===== src/logic/sd_phy_pkg.sv =====
/*
  sd phy package
  bus-level types for the SD card 4-bit DAT receive path,
  shared by the phy, the block framer and the testbench monitor
*/

package sd_phy_pkg;

  // number of DAT lines on the 4-bit bus
  localparam int NUM_LANES = 4;

  // one captured DAT nibble
  // valid pulses for one clk cycle per SD clock rising edge
  typedef struct packed {
    logic                 valid;
    logic [NUM_LANES-1:0] dat;
  } dat_sample_t;

endpackage


===== src/logic/sd_block_pkg.sv =====
/*
  sd block package
  block-level types for the DAT receive path: framer states,
  per-lane bit steering, output byte stream and the CRC16 constants
*/

package sd_block_pkg;

  // framer states
  typedef enum logic [1:0] {
    ST_IDLE,
    ST_DATA,
    ST_CRC,
    ST_END_BIT
  } rx_state_e;

  // one bit steered to a single lane checker
  typedef struct packed {
    logic bit_val;   // DAT line value
    logic data_stb;  // bit belongs to the data phase
    logic crc_stb;   // bit belongs to the crc phase
    logic clr;       // block start, clears the checker
  } lane_bit_t;

  // CRC16 CCITT, x^16 + x^12 + x^5 + 1
  localparam logic [15:0] CRC16_POLY = 16'h1021;
  // crc bits per lane, also the number of crc nibbles per block
  localparam int CRC16_BITS = 16;

  // output stream beat
  typedef struct packed {
    logic [7:0] data;
    logic       last;  // final byte of the block
    logic       err;   // crc or end bit failure, only on the last byte
  } rx_byte_t;

endpackage


===== src/logic/sd_dev_phy.sv =====
/*
  SD device phy, receive side
  samples the slow SD clock with the system clock, finds its rising
  edges and emits one DAT nibble per edge once the lock period is over
*/

`timescale 1ns/1ns

module sd_dev_phy import sd_phy_pkg::*; #(
  parameter int LOCK_CYCLES = 16
) (
  input  logic        clk,
  input  logic        rst,
  input  logic        i_phy_clk,
  input  logic [3:0]  i_phy_dat,
  output logic        o_locked,
  output dat_sample_t o_sample
);

  localparam int CW = $clog2(LOCK_CYCLES + 1);

  logic          prev_clk;
  logic          rise_q;
  logic [3:0]    dat_q;
  logic [CW-1:0] lock_cnt;

  // edge register, rise_q marks the clk edge that saw SD clock go high
  always_ff @(posedge clk) begin
    if (rst) begin
      prev_clk <= 1'b0;
      rise_q   <= 1'b0;
    end else begin
      prev_clk <= i_phy_clk;
      rise_q   <= i_phy_clk & ~prev_clk;
    end
  end

  // DAT value taken at the detection edge
  always_ff @(posedge clk) begin
    dat_q <= i_phy_dat;
  end

  // lock counter, o_locked rises LOCK_CYCLES cycles after reset
  always_ff @(posedge clk) begin
    if (rst) begin
      lock_cnt <= '0;
      o_locked <= 1'b0;
    end else if (!o_locked) begin
      if (lock_cnt == CW'(LOCK_CYCLES - 1)) begin
        o_locked <= 1'b1;
      end else begin
        lock_cnt <= lock_cnt + 1'b1;
      end
    end
  end

  // sample output, quiet until locked
  always_ff @(posedge clk) begin
    if (rst) begin
      o_sample.valid <= 1'b0;
    end else begin
      o_sample.valid <= rise_q & o_locked;
    end
    o_sample.dat <= dat_q;
  end

endmodule


===== src/logic/sd_block_framer.sv =====
/*
  SD DAT block framer
  finds the start bit, counts data and crc nibbles, steers bit k of each
  nibble to lane k, forwards data nibbles and checks the end bit
*/

`timescale 1ns/1ns

module sd_block_framer import sd_phy_pkg::*, sd_block_pkg::*; #(
  parameter int BLOCK_BYTES = 8
) (
  input  logic        clk,
  input  logic        rst,
  input  dat_sample_t i_sample,
  input  logic        i_busy,
  output lane_bit_t   o_lane [NUM_LANES],
  output dat_sample_t o_nibble,
  output logic        o_block_end,
  output logic        o_end_ok
);

  localparam int DATA_NIBBLES = 2 * BLOCK_BYTES;
  // counter covers whichever phase is longer
  localparam int CNT_W = $clog2((DATA_NIBBLES > CRC16_BITS) ? DATA_NIBBLES : CRC16_BITS);

  rx_state_e        state;
  logic [CNT_W-1:0] cnt;

  always_ff @(posedge clk) begin
    if (rst) begin
      state       <= ST_IDLE;
      cnt         <= '0;
      o_block_end <= 1'b0;
      o_end_ok    <= 1'b0;
      o_nibble.valid <= 1'b0;
      for (int k = 0; k < NUM_LANES; k++) begin
        o_lane[k].data_stb <= 1'b0;
        o_lane[k].crc_stb  <= 1'b0;
        o_lane[k].clr      <= 1'b0;
      end
    end else begin
      // strobes are single cycle
      o_block_end    <= 1'b0;
      o_nibble.valid <= 1'b0;
      for (int k = 0; k < NUM_LANES; k++) begin
        o_lane[k].data_stb <= 1'b0;
        o_lane[k].crc_stb  <= 1'b0;
        o_lane[k].clr      <= 1'b0;
      end
      if (i_sample.valid) begin
        case (state)
          ST_IDLE: begin
            // all four lines low is the start bit
            if (i_sample.dat == '0 && !i_busy) begin
              state <= ST_DATA;
              cnt   <= '0;
              for (int k = 0; k < NUM_LANES; k++) o_lane[k].clr <= 1'b1;
            end
          end
          ST_DATA: begin
            for (int k = 0; k < NUM_LANES; k++) o_lane[k].data_stb <= 1'b1;
            o_nibble.valid <= 1'b1;
            cnt <= cnt + 1'b1;
            if (cnt == CNT_W'(DATA_NIBBLES - 1)) begin
              state <= ST_CRC;
              cnt   <= '0;
            end
          end
          ST_CRC: begin
            for (int k = 0; k < NUM_LANES; k++) o_lane[k].crc_stb <= 1'b1;
            cnt <= cnt + 1'b1;
            if (cnt == CNT_W'(CRC16_BITS - 1)) state <= ST_END_BIT;
          end
          default: begin
            // end bit is high on every line
            o_block_end <= 1'b1;
            o_end_ok    <= (i_sample.dat == '1);
            state       <= ST_IDLE;
          end
        endcase
      end
    end
  end

  // payload, bit k goes to lane k
  always_ff @(posedge clk) begin
    if (i_sample.valid) begin
      o_nibble.dat <= i_sample.dat;
      for (int k = 0; k < NUM_LANES; k++) o_lane[k].bit_val <= i_sample.dat[k];
    end
  end

endmodule


===== src/logic/sd_lane_crc16.sv =====
/*
  per-lane CRC16 checker
  serial CCITT CRC over one DAT line's data bits, then a bit by bit
  compare against the received crc, msb first
*/

`timescale 1ns/1ns

module sd_lane_crc16 import sd_block_pkg::*; (
  input  logic      clk,
  input  logic      rst,
  input  lane_bit_t i_lane,
  output logic      o_crc_ok
);

  logic [CRC16_BITS-1:0] crc;
  logic                  mismatch;
  logic                  fb;

  // feedback of the serial lfsr
  assign fb = crc[CRC16_BITS-1] ^ i_lane.bit_val;

  always_ff @(posedge clk) begin
    if (rst) begin
      crc      <= '0;
      mismatch <= 1'b0;
    end else if (i_lane.clr) begin
      // new block
      crc      <= '0;
      mismatch <= 1'b0;
    end else if (i_lane.data_stb) begin
      crc <= {crc[CRC16_BITS-2:0], 1'b0} ^ (fb ? CRC16_POLY : '0);
    end else if (i_lane.crc_stb) begin
      // compare with the current msb, then shift the next one up
      if (i_lane.bit_val != crc[CRC16_BITS-1]) begin
        mismatch <= 1'b1;
      end
      crc <= {crc[CRC16_BITS-2:0], 1'b0};
    end
  end

  // sticky until the next block start
  assign o_crc_ok = ~mismatch;

endmodule


===== src/logic/sd_block_sink.sv =====
/*
  SD block sink
  packs nibbles into bytes, high nibble first, holds one block and
  streams it out on valid/ready with the error flag on the last byte
*/

`timescale 1ns/1ns

module sd_block_sink import sd_phy_pkg::*, sd_block_pkg::*; #(
  parameter int BLOCK_BYTES = 8
) (
  input  logic                 clk,
  input  logic                 rst,
  input  dat_sample_t          i_nibble,
  input  logic                 i_block_end,
  input  logic                 i_end_ok,
  input  logic [NUM_LANES-1:0] i_crc_ok,
  output logic                 o_busy,
  output rx_byte_t             o_byte,
  output logic                 o_valid,
  input  logic                 i_ready
);

  localparam int IDX_W = $clog2(BLOCK_BYTES);

  logic [7:0]       mem [BLOCK_BYTES];
  logic [3:0]       hi_nib;
  logic             half;
  logic [IDX_W-1:0] wr_idx;
  logic [IDX_W-1:0] rd_idx;
  logic             err_q;
  logic             last_byte;

  assign last_byte = (rd_idx == IDX_W'(BLOCK_BYTES - 1));

  // byte packing and block buffer
  always_ff @(posedge clk) begin
    if (i_nibble.valid) begin
      if (!half) hi_nib <= i_nibble.dat;
      else mem[wr_idx] <= {hi_nib, i_nibble.dat};
    end
  end

  always_ff @(posedge clk) begin
    if (rst) begin
      half    <= 1'b0;
      wr_idx  <= '0;
      rd_idx  <= '0;
      err_q   <= 1'b0;
      o_busy  <= 1'b0;
      o_valid <= 1'b0;
    end else begin
      if (i_nibble.valid) begin
        // busy from the first data nibble on
        o_busy <= 1'b1;
        half   <= ~half;
        if (half) wr_idx <= wr_idx + 1'b1;
      end
      if (i_block_end) begin
        // any bad lane crc or a missing end bit flags the block
        err_q   <= ~(&i_crc_ok & i_end_ok);
        half    <= 1'b0;
        wr_idx  <= '0;
        rd_idx  <= '0;
        o_valid <= 1'b1;
      end else if (o_valid && i_ready) begin
        if (last_byte) begin
          o_valid <= 1'b0;
          o_busy  <= 1'b0;
        end else begin
          rd_idx <= rd_idx + 1'b1;
        end
      end
    end
  end

  // read port, stable while rd_idx holds
  assign o_byte.data = mem[rd_idx];
  assign o_byte.last = last_byte;
  assign o_byte.err  = last_byte & err_q;

endmodule


===== src/logic/sd_dev_rx_top.sv =====
/*
  SD device DAT receive top
  phy, block framer, four per-lane CRC16 checkers and the block sink,
  delivering host write blocks as a byte stream
*/

`timescale 1ns/1ns

module sd_dev_rx_top import sd_phy_pkg::*, sd_block_pkg::*; #(
  parameter int BLOCK_BYTES = 8,
  parameter int LOCK_CYCLES = 16
) (
  input  logic       clk,
  input  logic       rst,
  input  logic       i_phy_clk,
  input  logic [3:0] i_phy_dat,
  output logic       o_locked,
  output logic       o_busy,
  output rx_byte_t   o_byte,
  output logic       o_valid,
  input  logic       i_ready
);

  dat_sample_t          sample;
  dat_sample_t          nibble;
  lane_bit_t            lane_bits [NUM_LANES];
  logic [NUM_LANES-1:0] crc_ok;
  logic                 block_end;
  logic                 end_ok;

  sd_dev_phy #(
    .LOCK_CYCLES (LOCK_CYCLES)
  ) u_phy (
    .clk       (clk),
    .rst       (rst),
    .i_phy_clk (i_phy_clk),
    .i_phy_dat (i_phy_dat),
    .o_locked  (o_locked),
    .o_sample  (sample)
  );

  sd_block_framer #(
    .BLOCK_BYTES (BLOCK_BYTES)
  ) u_framer (
    .clk         (clk),
    .rst         (rst),
    .i_sample    (sample),
    .i_busy      (o_busy),
    .o_lane      (lane_bits),
    .o_nibble    (nibble),
    .o_block_end (block_end),
    .o_end_ok    (end_ok)
  );

  // one checker per DAT line
  for (genvar g = 0; g < NUM_LANES; g++) begin : g_lane
    sd_lane_crc16 u_crc (
      .clk      (clk),
      .rst      (rst),
      .i_lane   (lane_bits[g]),
      .o_crc_ok (crc_ok[g])
    );
  end

  sd_block_sink #(
    .BLOCK_BYTES (BLOCK_BYTES)
  ) u_sink (
    .clk         (clk),
    .rst         (rst),
    .i_nibble    (nibble),
    .i_block_end (block_end),
    .i_end_ok    (end_ok),
    .i_crc_ok    (crc_ok),
    .o_busy      (o_busy),
    .o_byte      (o_byte),
    .o_valid     (o_valid),
    .i_ready     (i_ready)
  );

endmodule


===== config.mk =====
export PLATFORM = sky130hd
export DESIGN_NAME = sd_dev_rx_top
export DESIGN_NICKNAME = d
export VERILOG_FILES = /design/src/logic/sd_phy_pkg.sv /design/src/logic/sd_block_pkg.sv /design/src/logic/sd_dev_phy.sv /design/src/logic/sd_block_framer.sv /design/src/logic/sd_lane_crc16.sv /design/src/logic/sd_block_sink.sv /design/src/logic/sd_dev_rx_top.sv
export SDC_FILE = /design/constraint.sdc
export NUM_CORES = 1
export LEC_CHECK = 0
export ABC_AREA = 0
export BUFFER_PORTS_ARGS = -buffer_cell sky130_fd_sc_hd__buf_2
export CAP_MARGIN = 20
export CORE_ASPECT_RATIO = 0.5
export CORE_UTILIZATION = 40
export DETAILED_ROUTE_END_ITERATION = 8
export SLEW_MARGIN = 5
export SYNTH_ARGS = -nofsm -noshare
export SYNTH_HDL_FRONTEND = slang
export SYNTH_SLANG_ARGS = --single-unit

===== constraint.sdc =====
create_clock -name clk -period 2.17 [get_ports clk]
set_clock_uncertainty 0.05 [all_clocks]
set_input_delay 0.3255 -clock clk [delete_from_list [all_inputs] [get_ports clk]]
set_output_delay 0.3255 -clock clk [all_outputs]
set_load 0.005 [all_outputs]

== After elaboration in Yosys (flattened, before gate mapping) ==
Memories as Yosys holds them, arrays and structs flattened. A register that Yosys moved wholly into a read port is not among the register bits.
Cells that the tools add are included.
Storage, ports and cells
  register bits: 118
  output and inout bits: 13
  memories kept: 1
  RAM bits: 64
  word-level logic and storage cells: 142
Operators by class
  equal/unequal tests: 13
  reductions and logical operators: 27
  $add $sub $neg: 4
  multiplexer cells: 37
  bitwise operators: 26
Memories
  u_sink.mem: words 8, bits a word 8, rd ports 1, clocked after Yosys merged registers in 1, wr ports 1, RTL line sd_block_sink.sv:26  | logic [7:0] mem [BLOCK_BYTES];
Operators with widths (number)
  $mux W16: 8
  $xor A16 B16 Y16: 4
  $mux W13: 4
  $mux W1: 16
  $reduce_and A3 Y1: 5
  $not A1 Y1: 14
  $pmux W4 S3: 1
  $reduce_and A2 Y1: 6
  $eq A4 B4 Y1 const B: 2
  $mux W4: 2
  $reduce_and A4 Y1: 2
  $add A3 B1 Y3 const B: 2
  $mux W2: 3
  $mux W3: 2
  $ne A2 B1 Y1 const B: 3
  $pmux W2 S3: 1
  $reduce_bool A2 Y1: 3
  $reduce_or A2 Y1: 3
  $reduce_or A3 Y1: 2
  $add A5 B1 Y5 const B: 1
  $eq A5 B4 Y1 const B: 1
  $add A4 B1 Y4 const B: 1
  $and A1 B1 Y1: 4
  $logic_not A4 Y1: 1
  other kinds (9): 16

== Logic depth before layout (Yosys ltp) ==
  word-level depth: 5
  gate-level depth with buffers: 7

== Cells and area by module ==
A second synthesis with hierarchy kept.
Unflattened totals
  cells, all modules: 609
  area total of the unflattened synthesis: 7224.4 um^2
By module, submodules not included
  sd_block_sink: times used 1, area each 3208.1 um^2, seq. area each 2302.2 um^2, cells each 170
  sd_lane_crc16: times used 4, area each 678.2 um^2, seq. area each 340.3 um^2, cells each 78
  sd_block_framer: times used 1, area each 800.8 um^2, seq. area each 340.3 um^2, cells each 85
  sd_dev_phy: times used 1, area each 503.0 um^2, seq. area each 340.3 um^2, cells each 42

== Worst setup path before layout ==
OpenSTA, ideal clock, no wires.
  path type: register -> output
  start: register with a tool-made name
  end: output port o_byte[2] (netlist name)
  data arrival time: 1603 ps
  cell stages (with the launch flop): 5
  buffers on the path: 2
  path slack: 192 ps
  data required time: 1794 ps
  cell sequence: dfxtp_1 > buf_2 > buf_2 > mux4_2 > mux2_2
RTL lines
  end, declared: RTL line sd_dev_rx_top.sv:19  | output rx_byte_t o_byte,

==> flow_summary_export.csv <==
group,metric,value,unit
timing,setup_viol,8,
worst_setup_path,rr_worst_depth,5,
route,top_layer,"met4",
timing,finalSetupTns,-430.4,ps
placement,place.gp.congestion,0.7106,
synthesis,yosysTopAreaCellShare,32.96,%
global_route,grt_use_total,14.35,%
placement,io_buffers,20,
cts,cts.path.max_buffers,2,
timing,hold_viol_final,0,
worst_setup_path,cp.arrival,1870,ps
timing,period_share,103.3,%
worst_hold_path,hold_path.class,"in2reg",
power_and_ir_drop,p_leak,2.659,nW
route,firstDrtPassIters,5,
synthesis,ys_seq_elements,181,
floorplan,die-height,92.97,µm
route,vias_per_cell,4.869,
run,maxCapViolCount,0,
floorplan,num_rows,32,
cts,cts_max_level,4,
cts,post_cts_buffers,0,
timing,period_needed,2241,ps
route,met2_length,5266,µm
worst_setup_path,worstPathMaxFanout,8,
cts,cts_made_buffers,17,
synthesis,synth_fp_nets,583,
synthesis,ys_async_sr_fraction,0,%
worst_setup_path,cp-start-kind,"register",
route,drt-met1-wl,5479,µm
synthesis,syn_avg_cell_area,11.74,µm²
route,ant_nets,0,
synthesis,netlist-cell-type-count,40,
floorplan,io_pins,21,
floorplan,die_x,183.9,µm
worst_setup_path,worst_setup_path_end_kind,"output port",
worst_hold_path,hold_depth,2,
worst_hold_path,holdPathEnd,"u_phy.prev_clk",
synthesis,synth_ff_type,"dfxtp_1",
global_route,grt_antenna_before_repair,0,
cells_and_area,area.growth.synth_to_final,16.59,%
power_and_ir_drop,power_density,826.5,nW/µm²
power_and_ir_drop,ir_drop,0.5246,mV
route,wire_per_inst,13.51,µm
global_route,grt_first_pass_wirelength,18730,µm
floorplan,fp.coreArea,15780,µm²
synthesis,synth_common_cells,"123 x nand2_1, 109 x dfxtp_1, 74 x a21oi_1, 72 x edfxtp_1, 31 x nor2_1",
placement,placed_cells,793,
floorplan,initial_utilization,41.97,%
worst_setup_path,cp.required,1790,ps
synthesis,yosysMostFrequentCell,"nand2_1",
synthesis,yosys-top-cells-area,"dfxtp_1 33%, edfxtp_1 33%, nand2_1 7.0%, a21oi_1 5.6%, mux4_2 5.4%",
global_route,gr-total-overflow,0,
placement,hpwl,6737,µm
timing,fin_ws,-71.28,ps
synthesis,synth_largest_area_cell,"dfxtp_1",
worst_hold_path,hold_start,"i_phy_clk",
global_route,grt_pass1_vias,3862,
route,detailroute.wirelength.met3,393,µm
worst_setup_path,timing.reg2reg.setup_slack,130,ps
timing,rsz0062_at_grt,"yes",
cells_and_area,diodes,0,
cts,clk-insertion-delay-late,410,ps
route,dr.first_iter.drc_count,244,
timing,timing.hold.ws,101.4,ps
worst_setup_path,r2r_start,"u_framer.state[0]",
cells_and_area,fin_nets,615,
floorplan,die_area,17100,µm²
status,violations,"setup timing",
cts,clock_sinks,181,
cts,cts_tree,"built",
cells_and_area,stdcell_count,830,
route,remaining_drc_errors,0,
cells_and_area,layout-drive-gt1-share,16.91,%
timing,timing.final.max_slew_violations,0,
timing,tightest_slew,562.4,ps
cts,cts-root-buf,"clkbuf_16",
cts,cts.clk_slew.worst_paths,70,ps
cells_and_area,final.fill_count,1413,
synthesis,yosysWarnings,0,
timing,fmax,0.4462,GHz
synthesis,synth_seq_area_share,65.62,%
status,status,"finished with violations",
route,vias,4041,
global_route,grt_max_degree,69,
worst_setup_path,timing.rr.end,"u_framer.cnt[2]",
synthesis,netlist_instances,564,
timing,slew_headroom,62.46,%
synthesis,synth-edff-count,72,
route,drt-total-wl,11210,µm
worst_setup_path,worstSetupPathType,"reg2out",
synthesis,synth_area,6620,µm²
[metal layers]
metal | track usage, % | up-vias
met2 | 22.89 | 55
met5 | 0 | -
met1 | 18.52 | 1938
li1 | - | 2040
met3 | 3.894 | 8
met4 | 6.042 | 0
[how the worst max path moves through the flow]
stage	to	slack, ps	cells past startpoint	start
2_1_floorplan	o_byte[2]	190	4	register
3_3_place_gp	u_framer.cnt[2]	180	5	u_framer.state[0]
3_5_place_dp	u_framer.cnt[2]	130	5	u_framer.state[1]
4_1_cts	o_byte[8]	-100	4	register
5_1_grt	o_byte[3]	-130	4	register
6_report	o_byte[8]	-70	4	register
[cell families (layout without fill, tap and decap cells)]
family                     count (synthesis)  in the layout  share of synthesized area, %
DFF                                      181            181                         65.62
buffers and inverters                     36             81                         2.136
and+or+nand+nor                          202            202                         13.19
AOI/OAI and AO/OA                         96             96                         8.260
adders and majority gates                 11             11                         2.079
muxes                                     27             27                         7.258
xor gates and xnor gates                  11             11                         1.455
[flip-flops by register name, summed over array words and instances (netlist names), 5 cells and up, named ones only]
| signal | count |
|---|---|
| g_lane.u_crc.crc | 64 |
| u_phy.lock_cnt | 5 |
| u_phy.o_sample | 5 |
| u_sink.mem | 64 |
[layout make-up]
cell class / count / area (µm²) / area share, %
Multi-Input combinational cell: 347 / 2160 / 27.98
Clock inverter: 10 / 71.32 / 0.9240
Clock buffer: 22 / 465.4 / 6.030
Tap cell: 221 / 276.5 / 3.582
Sequential cell: 181 / 4348 / 56.33
Timing Repair Buffer: 44 / 379.1 / 4.912
Inverter: 5 / 18.77 / 0.2432
[power by group]
part / switching, W / internal, W / total [W]
Clock: 0.00125 / 0.00154 / 0.00279
Combinational: 0.0000384 / 0.0000226 / 0.0000610
Sequential: 0.00000931 / 0.00352 / 0.00353
[stage by stage]
| stage | util (%) | power (W) | cell area [µm²] | setup WS (ps) |
|---|---|---|---|---|
| after floorplan | - | 0.003641 | 6620 | 191.6 |
| after global placement | 44.84 | 0.003660 | 7074 | 179.9 |
| after detailed placement | 44.84 | 0.003662 | 7074 | 128.4 |
| after CTS | 48.76 | 0.006453 | 7692 | -105.0 |
| after global routing | 48.93 | 0.006611 | 7719 | -126.2 |
| final | 48.93 | 0.006380 | 7719 | -71.28 |
[layout by cell type (no fill, tap or decap), types with 3 or more instances in the layout]
cell type and instances:
buf_6 3, nand2_1 123, clkbuf_16 18, mux2_4 3, and3_1 4, o21ai_0 4, nand4_1 3, nand3_1 13
nor2b_1 5, edfxtp_1 72, a2bb2oi_1 8, nand2b_1 3, and2_1 4, a21oi_1 74, mux2_2 5, buf_2 17
clkbuf_1 4, clkinvlp_4 3, nor2_1 30, buf_4 15, mux2i_1 3, nor3_1 3, ha_1 11, inv_6 3
mux4_2 16, o31ai_1 3, xor2_1 9, inv_1 5, or2_2 4, dfxtp_1 108, buf_12 4, dlygate4sd3_1 4
[worst max-delay path, cell delays in order (launching register included)]
cell	delay, ps
dfxtp_4	390
buf_12	150
mux4_2	510
mux2_4	280
buf_6	110
[timing repair]
| action | 4_1_cts | 5_1_grt |
|---|---|---|
| endpoints found under the setup margin | 8 | 9 |
| resized for setup | 5 | 5 |
| hold endpoints to repair | 4 | 0 |
| hold buffers | 4 | 0 |
| gates cloned | 1 | 0 |
(Power assumes the default switching activity.)
